### config.mk
export PLATFORM = sky130hd
export DESIGN_NAME = csr_stage
export DESIGN_NICKNAME = d
export VERILOG_FILES = /design/src/logic/csr_pkg.sv /design/src/logic/csr_issue.sv /design/src/logic/csr_file.sv /design/src/logic/csr_trap_unit.sv /design/src/logic/csr_stage.sv
export SDC_FILE = /design/constraint.sdc
export NUM_CORES = 1
export LEC_CHECK = 0
export CORE_MARGIN = 5
export CORE_UTILIZATION = 45
export CTS_BUF_LIST = sky130_fd_sc_hd__clkbuf_2 sky130_fd_sc_hd__clkbuf_4 sky130_fd_sc_hd__clkbuf_8
export DETAILED_ROUTE_END_ITERATION = 16
export DONT_BUFFER_PORTS = 1
export SLEW_MARGIN = 20
export SYNTH_ARGS = -nofsm -noshare
export SYNTH_HDL_FRONTEND = slang
export SYNTH_HIERARCHICAL = 1
export SYNTH_SLANG_ARGS = --single-unit
### constraint.sdc
create_clock -name clk -period 4.7 [get_ports clk]
set_input_delay 1.41 -clock clk [delete_from_list [all_inputs] [get_ports clk]]
set_output_delay 1.41 -clock clk [all_outputs]
set_load 0.005 [all_outputs]
### src/logic/csr_pkg.sv
package csr_pkg;

    // Command presented to the CSR stage each cycle
    typedef enum logic [2:0] {
        CSR_X     = 3'd0,
        CSR_W     = 3'd1,
        CSR_S     = 3'd2,
        CSR_C     = 3'd3,
        CSR_ECALL = 3'd4,
        CSR_MRET  = 3'd5
    } csr_cmd_t;

    // Only user and machine mode exist
    typedef enum logic [1:0] {
        MODE_USER    = 2'b00,
        MODE_MACHINE = 2'b11
    } priv_mode_t;

    // [11:10] == 2'b11 marks read-only, [9:8] is the lowest mode allowed
    typedef logic [11:0] csr_addr_t;
    typedef logic [31:0] xlen_t;

    // Counters, user readable
    localparam csr_addr_t CSR_ADDR_CYCLE    = 12'hc00;
    localparam csr_addr_t CSR_ADDR_CYCLEH   = 12'hc80;

    // Machine information and trap setup
    localparam csr_addr_t CSR_ADDR_MHARTID  = 12'hf14;
    localparam csr_addr_t CSR_ADDR_MSTATUS  = 12'h300;
    localparam csr_addr_t CSR_ADDR_MISA     = 12'h301;
    localparam csr_addr_t CSR_ADDR_MIE      = 12'h304;
    localparam csr_addr_t CSR_ADDR_MTVEC    = 12'h305;

    // Machine trap handling
    localparam csr_addr_t CSR_ADDR_MSCRATCH = 12'h340;
    localparam csr_addr_t CSR_ADDR_MEPC     = 12'h341;
    localparam csr_addr_t CSR_ADDR_MCAUSE   = 12'h342;
    localparam csr_addr_t CSR_ADDR_MIP      = 12'h344;

    // Machine counter aliases
    localparam csr_addr_t CSR_ADDR_MCYCLE   = 12'hb00;
    localparam csr_addr_t CSR_ADDR_MCYCLEH  = 12'hb80;

    // MXL = 1 (RV32), extensions A, I and M
    localparam xlen_t MISA_VALUE = 32'h4000_1101;

    // Trap causes
    localparam xlen_t MCAUSE_ECALL_U       = 32'd8;
    localparam xlen_t MCAUSE_ECALL_M       = 32'd11;
    localparam xlen_t MCAUSE_MACHINE_TIMER = 32'h8000_0007;

endpackage

### src/logic/csr_issue.sv
`timescale 1ns/100ps

module csr_issue
    import csr_pkg::*;
(
    input  logic       clk,
    input  logic       rst_n,
    input  logic       flush,
    input  csr_cmd_t   csr_cmd,
    input  xlen_t      op1_data,
    input  xlen_t      imm_i,
    input  priv_mode_t mode,
    output csr_cmd_t   cmd,
    output csr_addr_t  addr,
    output logic       read_ok,
    output csr_cmd_t   wb_cmd,
    output csr_addr_t  wb_addr,
    output xlen_t      wb_op1,
    output logic       wb_write_ok
);

    logic access_ok;
    logic write_ok;

    // Flushed slot becomes a no-op on the read-only 0xfff
    assign cmd  = flush ? CSR_X : csr_cmd;
    assign addr = flush ? 12'hfff : imm_i[11:0];

    // Current mode must reach the address's minimum mode
    assign access_ok = mode >= addr[9:8];
    assign read_ok   = access_ok;
    // No writes into the 0xc00..0xfff read-only window
    assign write_ok  = access_ok && (addr[11:10] != 2'b11);

    // Write-back stage, control part
    always_ff @(posedge clk or negedge rst_n) begin
        if (!rst_n) begin
            wb_cmd      <= CSR_X;
            wb_write_ok <= 1'b0;
        end else begin
            wb_cmd      <= cmd;
            wb_write_ok <= write_ok;
        end
    end

    // Payload of the write-back stage
    always_ff @(posedge clk) begin
        wb_addr <= addr;
        wb_op1  <= op1_data;
    end

    // Squashed command must not commit a write one cycle later
    a_flush_no_write: assert property (
        @(posedge clk) disable iff (!rst_n) flush |=> !wb_write_ok
    );

endmodule

### src/logic/csr_file.sv
`timescale 1ns/100ps

module csr_file
    import csr_pkg::*;
#(
    parameter xlen_t HART_ID = 32'h0
) (
    input  logic        clk,
    input  logic        rst_n,
    input  logic [63:0] cycle_count,
    input  logic [63:0] mtime,
    input  logic [63:0] mtimecmp,
    input  csr_addr_t   addr,
    input  logic        read_ok,
    input  csr_cmd_t    wb_cmd,
    input  csr_addr_t   wb_addr,
    input  xlen_t       wb_op1,
    input  logic        wb_write_ok,
    input  logic        trap_take,
    input  xlen_t       trap_cause,
    input  logic        trap_mret,
    input  priv_mode_t  mode,
    input  xlen_t       fetch_pc,
    output xlen_t       csr_rdata,
    output logic        mstatus_mie,
    output logic        mstatus_mpie,
    output priv_mode_t  mstatus_mpp,
    output logic        mie_mtie,
    output xlen_t       mtvec,
    output xlen_t       mepc
);

    xlen_t mscratch;
    xlen_t mcause;
    xlen_t rd_val;
    xlen_t wdata;
    logic  mtip;
    logic  wr_en;

    // Timer pending bit is live, never stored
    assign mtip = mtime >= mtimecmp;

    // Read multiplexer on the issue-stage address
    always_comb begin
        case (addr)
            CSR_ADDR_CYCLE, CSR_ADDR_MCYCLE:   rd_val = cycle_count[31:0];
            CSR_ADDR_CYCLEH, CSR_ADDR_MCYCLEH: rd_val = cycle_count[63:32];
            CSR_ADDR_MHARTID:  rd_val = HART_ID;
            CSR_ADDR_MSTATUS:  rd_val = {19'b0, mstatus_mpp, 3'b0, mstatus_mpie,
                                         3'b0, mstatus_mie, 3'b0};
            CSR_ADDR_MISA:     rd_val = MISA_VALUE;
            CSR_ADDR_MIE:      rd_val = {24'b0, mie_mtie, 7'b0};
            CSR_ADDR_MTVEC:    rd_val = mtvec;
            CSR_ADDR_MSCRATCH: rd_val = mscratch;
            CSR_ADDR_MEPC:     rd_val = mepc;
            CSR_ADDR_MCAUSE:   rd_val = mcause;
            CSR_ADDR_MIP:      rd_val = {24'b0, mtip, 7'b0};
            default:           rd_val = '0;
        endcase
    end

    // Old value is csr_rdata, read by the same command one cycle ago
    always_comb begin
        case (wb_cmd)
            CSR_W:   wdata = wb_op1;
            CSR_S:   wdata = csr_rdata | wb_op1;
            CSR_C:   wdata = csr_rdata & ~wb_op1;
            default: wdata = '0;
        endcase
    end

    assign wr_en = wb_write_ok && (wb_cmd == CSR_W || wb_cmd == CSR_S || wb_cmd == CSR_C);

    // Denied reads return zero
    always_ff @(posedge clk or negedge rst_n) begin
        if (!rst_n) begin
            csr_rdata <= '0;
        end else begin
            csr_rdata <= read_ok ? rd_val : '0;
        end
    end

    // Status, enable, vector and cause
    always_ff @(posedge clk or negedge rst_n) begin
        if (!rst_n) begin
            mstatus_mie  <= 1'b0;
            mstatus_mpie <= 1'b0;
            mstatus_mpp  <= MODE_MACHINE;
            mie_mtie     <= 1'b0;
            mtvec        <= '0;
            mcause       <= '0;
        end else begin
            if (wr_en) begin
                case (wb_addr)
                    CSR_ADDR_MSTATUS: begin
                        mstatus_mie  <= wdata[3];
                        mstatus_mpie <= wdata[7];
                        // Unsupported mpp values fall back to user
                        mstatus_mpp  <= (wdata[12:11] == 2'b11) ? MODE_MACHINE : MODE_USER;
                    end
                    CSR_ADDR_MIE:    mie_mtie <= wdata[7];
                    CSR_ADDR_MTVEC:  mtvec    <= wdata;
                    CSR_ADDR_MCAUSE: mcause   <= wdata;
                    default: begin
                    end
                endcase
            end
            // Trap side effects win over a software write
            if (trap_take) begin
                mcause       <= trap_cause;
                mstatus_mpie <= mstatus_mie;
                mstatus_mie  <= 1'b0;
                mstatus_mpp  <= mode;
            end else if (trap_mret) begin
                mstatus_mie  <= mstatus_mpie;
                mstatus_mpp  <= MODE_USER;
            end
        end
    end

    // Scratch and exception pc
    always_ff @(posedge clk) begin
        if (wr_en && wb_addr == CSR_ADDR_MSCRATCH) begin
            mscratch <= wdata;
        end
        // Interrupts save the fetch pc
        if (trap_take && trap_cause[31]) begin
            mepc <= fetch_pc;
        end else if (wr_en && wb_addr == CSR_ADDR_MEPC) begin
            mepc <= {wdata[31:2], 2'b00};
        end
    end

    a_trap_or_mret: assert property (
        @(posedge clk) disable iff (!rst_n) !(trap_take && trap_mret)
    );

endmodule

### src/logic/csr_trap_unit.sv
`timescale 1ns/100ps

module csr_trap_unit
    import csr_pkg::*;
(
    input  logic        clk,
    input  logic        rst_n,
    input  csr_cmd_t    cmd,
    input  logic [63:0] mtime,
    input  logic [63:0] mtimecmp,
    input  logic        mstatus_mie,
    input  logic        mstatus_mpie,
    input  priv_mode_t  mstatus_mpp,
    input  logic        mie_mtie,
    input  xlen_t       mtvec,
    input  xlen_t       mepc,
    input  logic        interrupt_ready,
    output priv_mode_t  mode,
    output logic        trap_take,
    output xlen_t       trap_cause,
    output logic        trap_mret,
    output csr_cmd_t    csr_cmd_out,
    output xlen_t       trap_vector,
    output logic        stall_may_interrupt
);

    logic  timer_pending;
    logic  take_irq;
    logic  is_ecall;
    xlen_t mtvec_base;
    xlen_t irq_vector;
    xlen_t ecall_cause;

    // Timer enabled and not masked in the current mode
    assign timer_pending = (mtime >= mtimecmp) && mie_mtie
                           && (mode == MODE_USER || (mode == MODE_MACHINE && mstatus_mie));
    // Early flag so the core can drain before the interrupt
    assign stall_may_interrupt = timer_pending;
    assign take_irq = timer_pending && interrupt_ready;

    // Direct mode jumps to mtvec, vectored to base + 4 * 7
    assign mtvec_base = {mtvec[31:2], 2'b00};
    assign irq_vector = (mtvec[1:0] == 2'b00) ? mtvec : mtvec_base + 32'd28;

    assign ecall_cause = (mode == MODE_USER) ? MCAUSE_ECALL_U : MCAUSE_ECALL_M;

    // Interrupt overrides the issued command
    assign is_ecall   = !take_irq && cmd == CSR_ECALL;
    assign trap_take  = take_irq || is_ecall;
    assign trap_cause = take_irq ? MCAUSE_MACHINE_TIMER : ecall_cause;
    assign trap_mret  = !take_irq && cmd == CSR_MRET;

    always_ff @(posedge clk or negedge rst_n) begin
        if (!rst_n) begin
            mode        <= MODE_MACHINE;
            csr_cmd_out <= CSR_X;
            trap_vector <= '0;
        end else begin
            csr_cmd_out <= take_irq ? CSR_ECALL : cmd;
            if (take_irq) begin
                trap_vector <= irq_vector;
                mode        <= MODE_MACHINE;
            end else if (is_ecall) begin
                // Every environment call lands in machine mode
                trap_vector <= mtvec_base;
                mode        <= MODE_MACHINE;
            end else if (trap_mret) begin
                trap_vector <= mepc;
                mode        <= mstatus_mpp;
            end
        end
    end

    a_mode_legal: assert property (
        @(posedge clk) disable iff (!rst_n) mode == MODE_USER || mode == MODE_MACHINE
    );

endmodule

### src/logic/csr_stage.sv
`timescale 1ns/100ps

module csr_stage
    import csr_pkg::*;
#(
    parameter xlen_t HART_ID = 32'h0
) (
    input  logic        clk,
    input  logic        rst_n,
    input  logic [63:0] cycle_count,
    input  logic [63:0] mtime,
    input  logic [63:0] mtimecmp,
    input  logic        flush,
    input  csr_cmd_t    csr_cmd,
    input  xlen_t       op1_data,
    input  xlen_t       imm_i,
    input  logic        interrupt_ready,
    input  xlen_t       fetch_pc,
    output csr_cmd_t    csr_cmd_out,
    output xlen_t       csr_rdata,
    output xlen_t       trap_vector,
    output logic        stall_may_interrupt
);

    // Issue stage to register file
    csr_cmd_t   cmd;
    csr_addr_t  addr;
    logic       read_ok;
    csr_cmd_t   wb_cmd;
    csr_addr_t  wb_addr;
    xlen_t      wb_op1;
    logic       wb_write_ok;

    // Architectural state seen by the trap unit
    logic       mstatus_mie;
    logic       mstatus_mpie;
    priv_mode_t mstatus_mpp;
    logic       mie_mtie;
    xlen_t      mtvec;
    xlen_t      mepc;

    // Trap unit decisions
    priv_mode_t mode;
    logic       trap_take;
    xlen_t      trap_cause;
    logic       trap_mret;

    csr_issue i_csr_issue (
        .clk, .rst_n, .flush, .csr_cmd, .op1_data, .imm_i, .mode,
        .cmd, .addr, .read_ok, .wb_cmd, .wb_addr, .wb_op1, .wb_write_ok
    );

    csr_file #(
        .HART_ID(HART_ID)
    ) i_csr_file (
        .clk, .rst_n, .cycle_count, .mtime, .mtimecmp,
        .addr, .read_ok, .wb_cmd, .wb_addr, .wb_op1, .wb_write_ok,
        .trap_take, .trap_cause, .trap_mret, .mode, .fetch_pc,
        .csr_rdata, .mstatus_mie, .mstatus_mpie, .mstatus_mpp,
        .mie_mtie, .mtvec, .mepc
    );

    csr_trap_unit i_csr_trap_unit (
        .clk, .rst_n, .cmd, .mtime, .mtimecmp,
        .mstatus_mie, .mstatus_mpie, .mstatus_mpp, .mie_mtie, .mtvec, .mepc,
        .interrupt_ready, .mode, .trap_take, .trap_cause, .trap_mret,
        .csr_cmd_out, .trap_vector, .stall_may_interrupt
    );

endmodule

Word-level counts from Yosys, hierarchy flattened
Cells that the tools add are included.
Operators by class
  $add $sub $neg: 1
  magnitude comparators: 2
  equality and inequality tests: 26
  muxes and demuxes: 32
  bitwise operators: 3
  reductions and logical operators: 32
Operators with widths (count)
  32-bit two-way mux: 11
  32-bit case mux with 10 select lines: 1
  12-bit by 10-bit equality test with 1-bit output, second input constant: 14
  32-bit case mux with 3 select lines: 1
  64-bit greater-or-equal comparator: 1
  12-bit equality test, second input constant: 4
  32-bit by 5-bit adder with 32-bit output, second input constant: 1
  32-bit bitwise AND: 1
  32-bit NOT: 1
  32-bit bitwise OR: 1
  2-bit two-way mux: 9
  12-bit two-way mux: 1
  1-bit logical AND: 11
  2-bit AND reduction: 5
  3-bit nonzero test: 3
  2-bit nonzero test: 4
  1-bit two-way mux: 7
  3-bit by 2-bit equality test with 1-bit output, second input constant: 2
  3-bit equality test, second input constant: 2
  3-bit two-way mux: 2
  2-bit equality test, second input constant: 2
  2-bit zero test: 2
  1-bit logical OR: 4
  2-bit OR reduction: 2
  4 further kinds: 4
Word-level totals
  register bits: 250
  input bits: 295
  output and inout port bits: 68
  logic and storage cells: 112

Longest topological paths before layout
  depth in word-level cells: 10
  gate-level depth with buffers: 16
  depth with buffers taken out: 13

Cells and area by module
The synthesis kept the hierarchy.
Modules (own cells, without submodules)
  csr_file: times used 1, cells each 1023, area an instance 9429.0 um2
  csr_trap_unit: times used 1, cells each 563, area an instance 4370.4 um2
  csr_issue: times used 1, cells each 71, area an instance 1134.8 um2

Worst setup path before layout
Ideal clock, no wire load.
  path kind: input port to flip-flop
  start point: input port mtime[0]
  end point: register i_csr_file.mepc[0], enable pin
  library setup time: 658 ps
  arrival: 5409 ps
  data required time: 4042 ps
  path slack: -1367 ps
  stages on the path: 16
  buffers on the path: 4
  cell sequence: inv_1 ha_1 nand2b_1 a2111oi_0 o32ai_1 o311ai_1 and4_4 nor2_4 inv_2 clkbuf_1 o21ai_0 buf_4 nand2_1 clkbuf_1 buf_1 o21ai_0
On the way
  cells in the longest elaborated chain, start to end: 9
  elaborated cells between the ends (all ways): 10
  those cells by class: 1 x order compare; 1 x mux; 8 x reduce/logical
Ends and longest elaborated chain
  start: declaration: line csr_stage.sv:11  | input logic [63:0] mtime,
  64-bit greater-or-equal comparator (*): line csr_trap_unit.sv:35  | assign timer_pending = (mtime >= mtimecmp) && mie_mtie
  1-bit logical AND (*): line csr_trap_unit.sv:35
  1-bit logical AND (*): line csr_trap_unit.sv:36  | && (mode == MODE_USER || (mode == MODE_MACHINE && mstatus_mie));
  1-bit logical AND (*): line csr_trap_unit.sv:39  | assign take_irq = timer_pending && interrupt_ready;
  1-bit zero test: line csr_trap_unit.sv:48  | assign is_ecall = !take_irq && cmd == CSR_ECALL;
  1-bit logical AND: line csr_trap_unit.sv:48
  1-bit logical OR (*): line csr_trap_unit.sv:49  | assign trap_take = take_irq || is_ecall;
  net trap_take: line csr_stage.sv:44  | logic trap_take;
  1-bit logical AND (*): line csr_file.sv:127  | if (trap_take && trap_cause[31]) begin
  2-bit nonzero test (no source line) (*)
  end signal: assignment: line csr_file.sv:128  | mepc <= fetch_pc;
  end signal: assignment: line csr_file.sv:130  | mepc <= {wdata[31:2], 2'b00};
  end: declaration: line csr_file.sv:30  | output xlen_t mepc
Mark *: on every way through the listed nets, which the timed path passes. The rest lies on a longest branch.
A chain may end at the register's enable or synchronous reset.

Worst setup path in the final report
  start point: input port mtimecmp[10]
  end point: output port stall_may_interrupt
On the way
  cells in the longest elaborated chain, start to end: 3
Ends and longest elaborated chain
  start: declaration: line csr_stage.sv:12  | input logic [63:0] mtimecmp,
  64-bit greater-or-equal comparator: line csr_trap_unit.sv:35
  1-bit logical AND: line csr_trap_unit.sv:35
  1-bit logical AND: line csr_trap_unit.sv:36
  end: declaration: line csr_stage.sv:22  | output logic stall_may_interrupt
No other way between the ends.

==> flow_metrics.env <==
export IMPL_cp_num_buf_inv=2
export IMPL_start_kind="primary input"
export IMPL_path_cells="inv_2 > ha_4 > nand4_1 > or4_4 > o32ai_2 > o311ai_1 > buf_4 > nand4_4 > and3_4"
export IMPL_final_cell_mix="194 x nand2_1, 170 x a21oi_1, 168 x inv_1"
export IMPL_post_route_util_pct=51.0
export IMPL_routed_wl_mm=49.6
export IMPL_ir_worst_vdd_mv=0.297
export IMPL_rsz0062_at_grt="false"
export IMPL_crit_slowest_cell="or4_4"
export IMPL_fin_crit_sh_pct=99.1
export IMPL_avgRoutedWirePerCell_um=22.9
export IMPL_synth_avg_cell_area_um2=9.01
export IMPL_final_common_cell="nand2_1"
export IMPL_worstSkewPairLatency_ns=0.58
export IMPL_maxCapViolCount=0
export IMPL_power_density_nw_per_um2=307
export IMPL_fin_nets=2107
export IMPL_fin_skew_ns=0.0258
export IMPL_cts_sinks=250
export IMPL_worstPathMaxFanout=2
export IMPL_fill_cells=3038
export IMPL_synth_edf_count=64
export IMPL_vias=12500
export IMPL_synthToLayoutAreaGrowth_pct=11.4
export IMPL_worst_pin_slew_ns=1.11
export IMPL_drt_iter0_drc=776
export IMPL_dp_hpwl_mm=37.0
export IMPL_finalHoldViolCount=0
export IMPL_syn_instance_count=1657
export IMPL_stdcell_area_um2=16600
export IMPL_p_leak_nw=7.34
export IMPL_clock_fmax_ghz=0.215
export IMPL_layout_drive_gt1_share_pct=11.9
export IMPL_crit_arrival_ns=3.25
export IMPL_grt_pass1_vias=12800
export IMPL_async_flop_share_pct=56.8
export IMPL_fin_crit_ns=4.66
export IMPL_fp_dieH_um=192
export IMPL_ys_ff_latch=250
export IMPL_finalNonFillerCells=2162
export IMPL_clk_pin_slew_worst_paths_ns=0.07
export IMPL_grt_ovfl_total=0
export IMPL_htree_num_levels=2
export IMPL_hold_class="reg -> reg"
export IMPL_dr_pass1_iters=5
export IMPL_die_w_um=192
export IMPL_grt_max_degree=143
export IMPL_core_area_um2=32600
export IMPL_clockRootBuffer="clkbuf_8"
export IMPL_status="finished, final reports clean"
export IMPL_placed_area_um2=15600
export IMPL_ys_types=81
export IMPL_required_ns=3.29
export IMPL_regArea_um2=6360
export IMPL_ios=363
export IMPL_portBuffers=0
export IMPL_cts_hold_buf=0
export IMPL_rows=66
export IMPL_placedCellCount=2076
export IMPL_start_util_pct=45.8
export IMPL_synth_ff_type="dfrtp_1"
export IMPL_syn_area_um2=14900
export IMPL_multiInputGateArea_um2=7620
export IMPL_finalSetupViolCount=0
export IMPL_drc=0
export IMPL_viasPerCell=5.79
export IMPL_maxSlewHeadroom_pct=26.0
export IMPL_final_max_slew_viol_count=0
export IMPL_critPathMaxStageDelay_ns=0.54
export IMPL_crit_family="simple AND/OR/NAND/NOR gates"
export IMPL_cts_buffers_inserted=44
export IMPL_antenna_found_initial=10
export IMPL_crit_type="in -> out"
export IMPL_ant_nets=0
export IMPL_grt_pass1_wl_mm=73.8
export IMPL_yosysWarnings=6
export IMPL_dieArea_um2=36900
export IMPL_track_usage_pct=26.1
export IMPL_cts_path_max_buffers=3
export IMPL_cts_tree="built"
export IMPL_cp_end_kind="output port"
export IMPL_gp_congestion=0.831
export IMPL_seq_area_frac_synth_pct=42.6
-- flip-flops by register name (all words and copies together) (netlist names) --
name / cells
i_csr_issue/wb_cmd: 3
i_csr_issue/wb_addr: 12
i_csr_file/mscratch: 32
i_csr_file/csr_rdata: 32
i_csr_file/mepc: 32
i_csr_file/mstatus_mpp: 2
i_csr_trap_unit/trap_vector: 32
i_csr_trap_unit/mode: 2
i_csr_trap_unit/csr_cmd_out: 3
i_csr_file/mie_mtie: 1
i_csr_issue/wb_write_ok: 1
i_csr_file/mcause: 32
i_csr_issue/wb_op1: 32
i_csr_file/mstatus_mpie: 1
i_csr_file/mstatus_mie: 1
i_csr_file/mtvec: 32
-- where the power goes --
group / switching (W) / internal, W
Sequential: 0.0000875 / 0.00233
Clock: 0.000925 / 0.00122
Combinational: 0.000302 / 0.000238
-- what timing repair did --
item / in CTS / in global routing
endpoints found under the setup margin: 1 / 1
resized for setup: 7 / 11
hold endpoints to repair: 0 / 0
setup buffers: 0 / 1
pin swaps: 1 / 11
-- metrics by stage --
step	setup slack (ns)	setup TNS (ns)	total power (W)	hold slack (ns)
global placement	-0.146	-0.146	0.00296	0.482
global route	0.00335	0	0.00536	0.495
CTS	0.00852	0	0.00515	0.496
floorplan	0.00559	0	0.00283	0.453
detailed placement	-0.150	-0.150	0.00299	0.478
finish	0.0403	0	0.00511	0.512
-- metal layers --
layer	track usage, %	up-vias	part of all wire [%]
met5	0	-	0.14
met4	9.05	14	3.3
met3	10.1	110	12
li1	-	5918	-
met1	30.0	5942	37
met2	44.3	532	47
-- cells by family after synthesis --
| kind of cell | synth area share [%] |
|---|---|
| other | 0.0251 |
| flip-flops | 42.6 |
| XOR/XNOR | 0.821 |
| AND/OR/NAND/NOR | 16.0 |
| multiplexers | 1.72 |
| adder cells (fa/ha/maj) | 11.0 |
| buffers and inverters | 8.39 |
| AO/OA/AOI/OAI | 19.4 |
-- worst paths after layout --
| path | startpoint | endpoint | slack, ns | depth (start not counted) |
|---|---|---|---|---|
| worst min register to register | i_csr_file/mepc[27] | i_csr_trap_unit/trap_vector[27] | 0.51 | 2 |
| worst min-delay path | i_csr_file/mepc[27] | i_csr_trap_unit/trap_vector[27] | 0.51 | 2 |
| worst max register to register | i_csr_file/mtvec[11] | i_csr_trap_unit/trap_vector[30] | 1.82 | 8 |
| worst max-delay path | mtimecmp[10] | stall_may_interrupt | 0.04 | 9 |
| min in group asynchronous | rst_n | i_csr_file/csr_rdata[24] | 0.54 | 0 |
| max in group asynchronous | rst_n | i_csr_file/mstatus_mpp[0] | 3.86 | 0 |
-- Yosys cell counts, types with 31 or more instances --
cell | instances | area (µm²)
a21oi_1 | 170 | 851
a222oi_1 | 31 | 310
a22oi_1 | 32 | 240
buf_4 | 32 | 240
clkbuf_1 | 42 | 158
dfrtp_1 | 138 | 3450
dfxtp_1 | 44 | 881
edfxtp_1 | 64 | 1920
ha_1 | 131 | 1640
inv_1 | 172 | 646
nand2_1 | 195 | 732
nand3_1 | 34 | 170
nor2_1 | 131 | 492
o21ai_0 | 51 | 255
o21ai_1 | 37 | 185
-- worst register-to-register path: cells and delay by family (launching register included) --
| family | cells | cell delay [ns] |
|---|---|---|
| and+or+nand+nor | 6 | 1.95 |
| xor gates and xnor gates | 1 | 0.15 |
| DFF | 1 | 0.56 |
| AOI/OAI and AO/OA | 1 | 0.08 |
-- layout make-up --
cell class,count,area share [%]
Multi-Input combinational cell,1155,45.8
Sequential cell,250,38.2
Clock buffer,70,5.15
Inverter,173,3.90
Tap cell,442,3.33
Timing Repair Buffer,57,2.95
Clock inverter,12,0.587
Antenna cell,3,0.0451
Note: power is estimated with default switching activity, not from simulation.
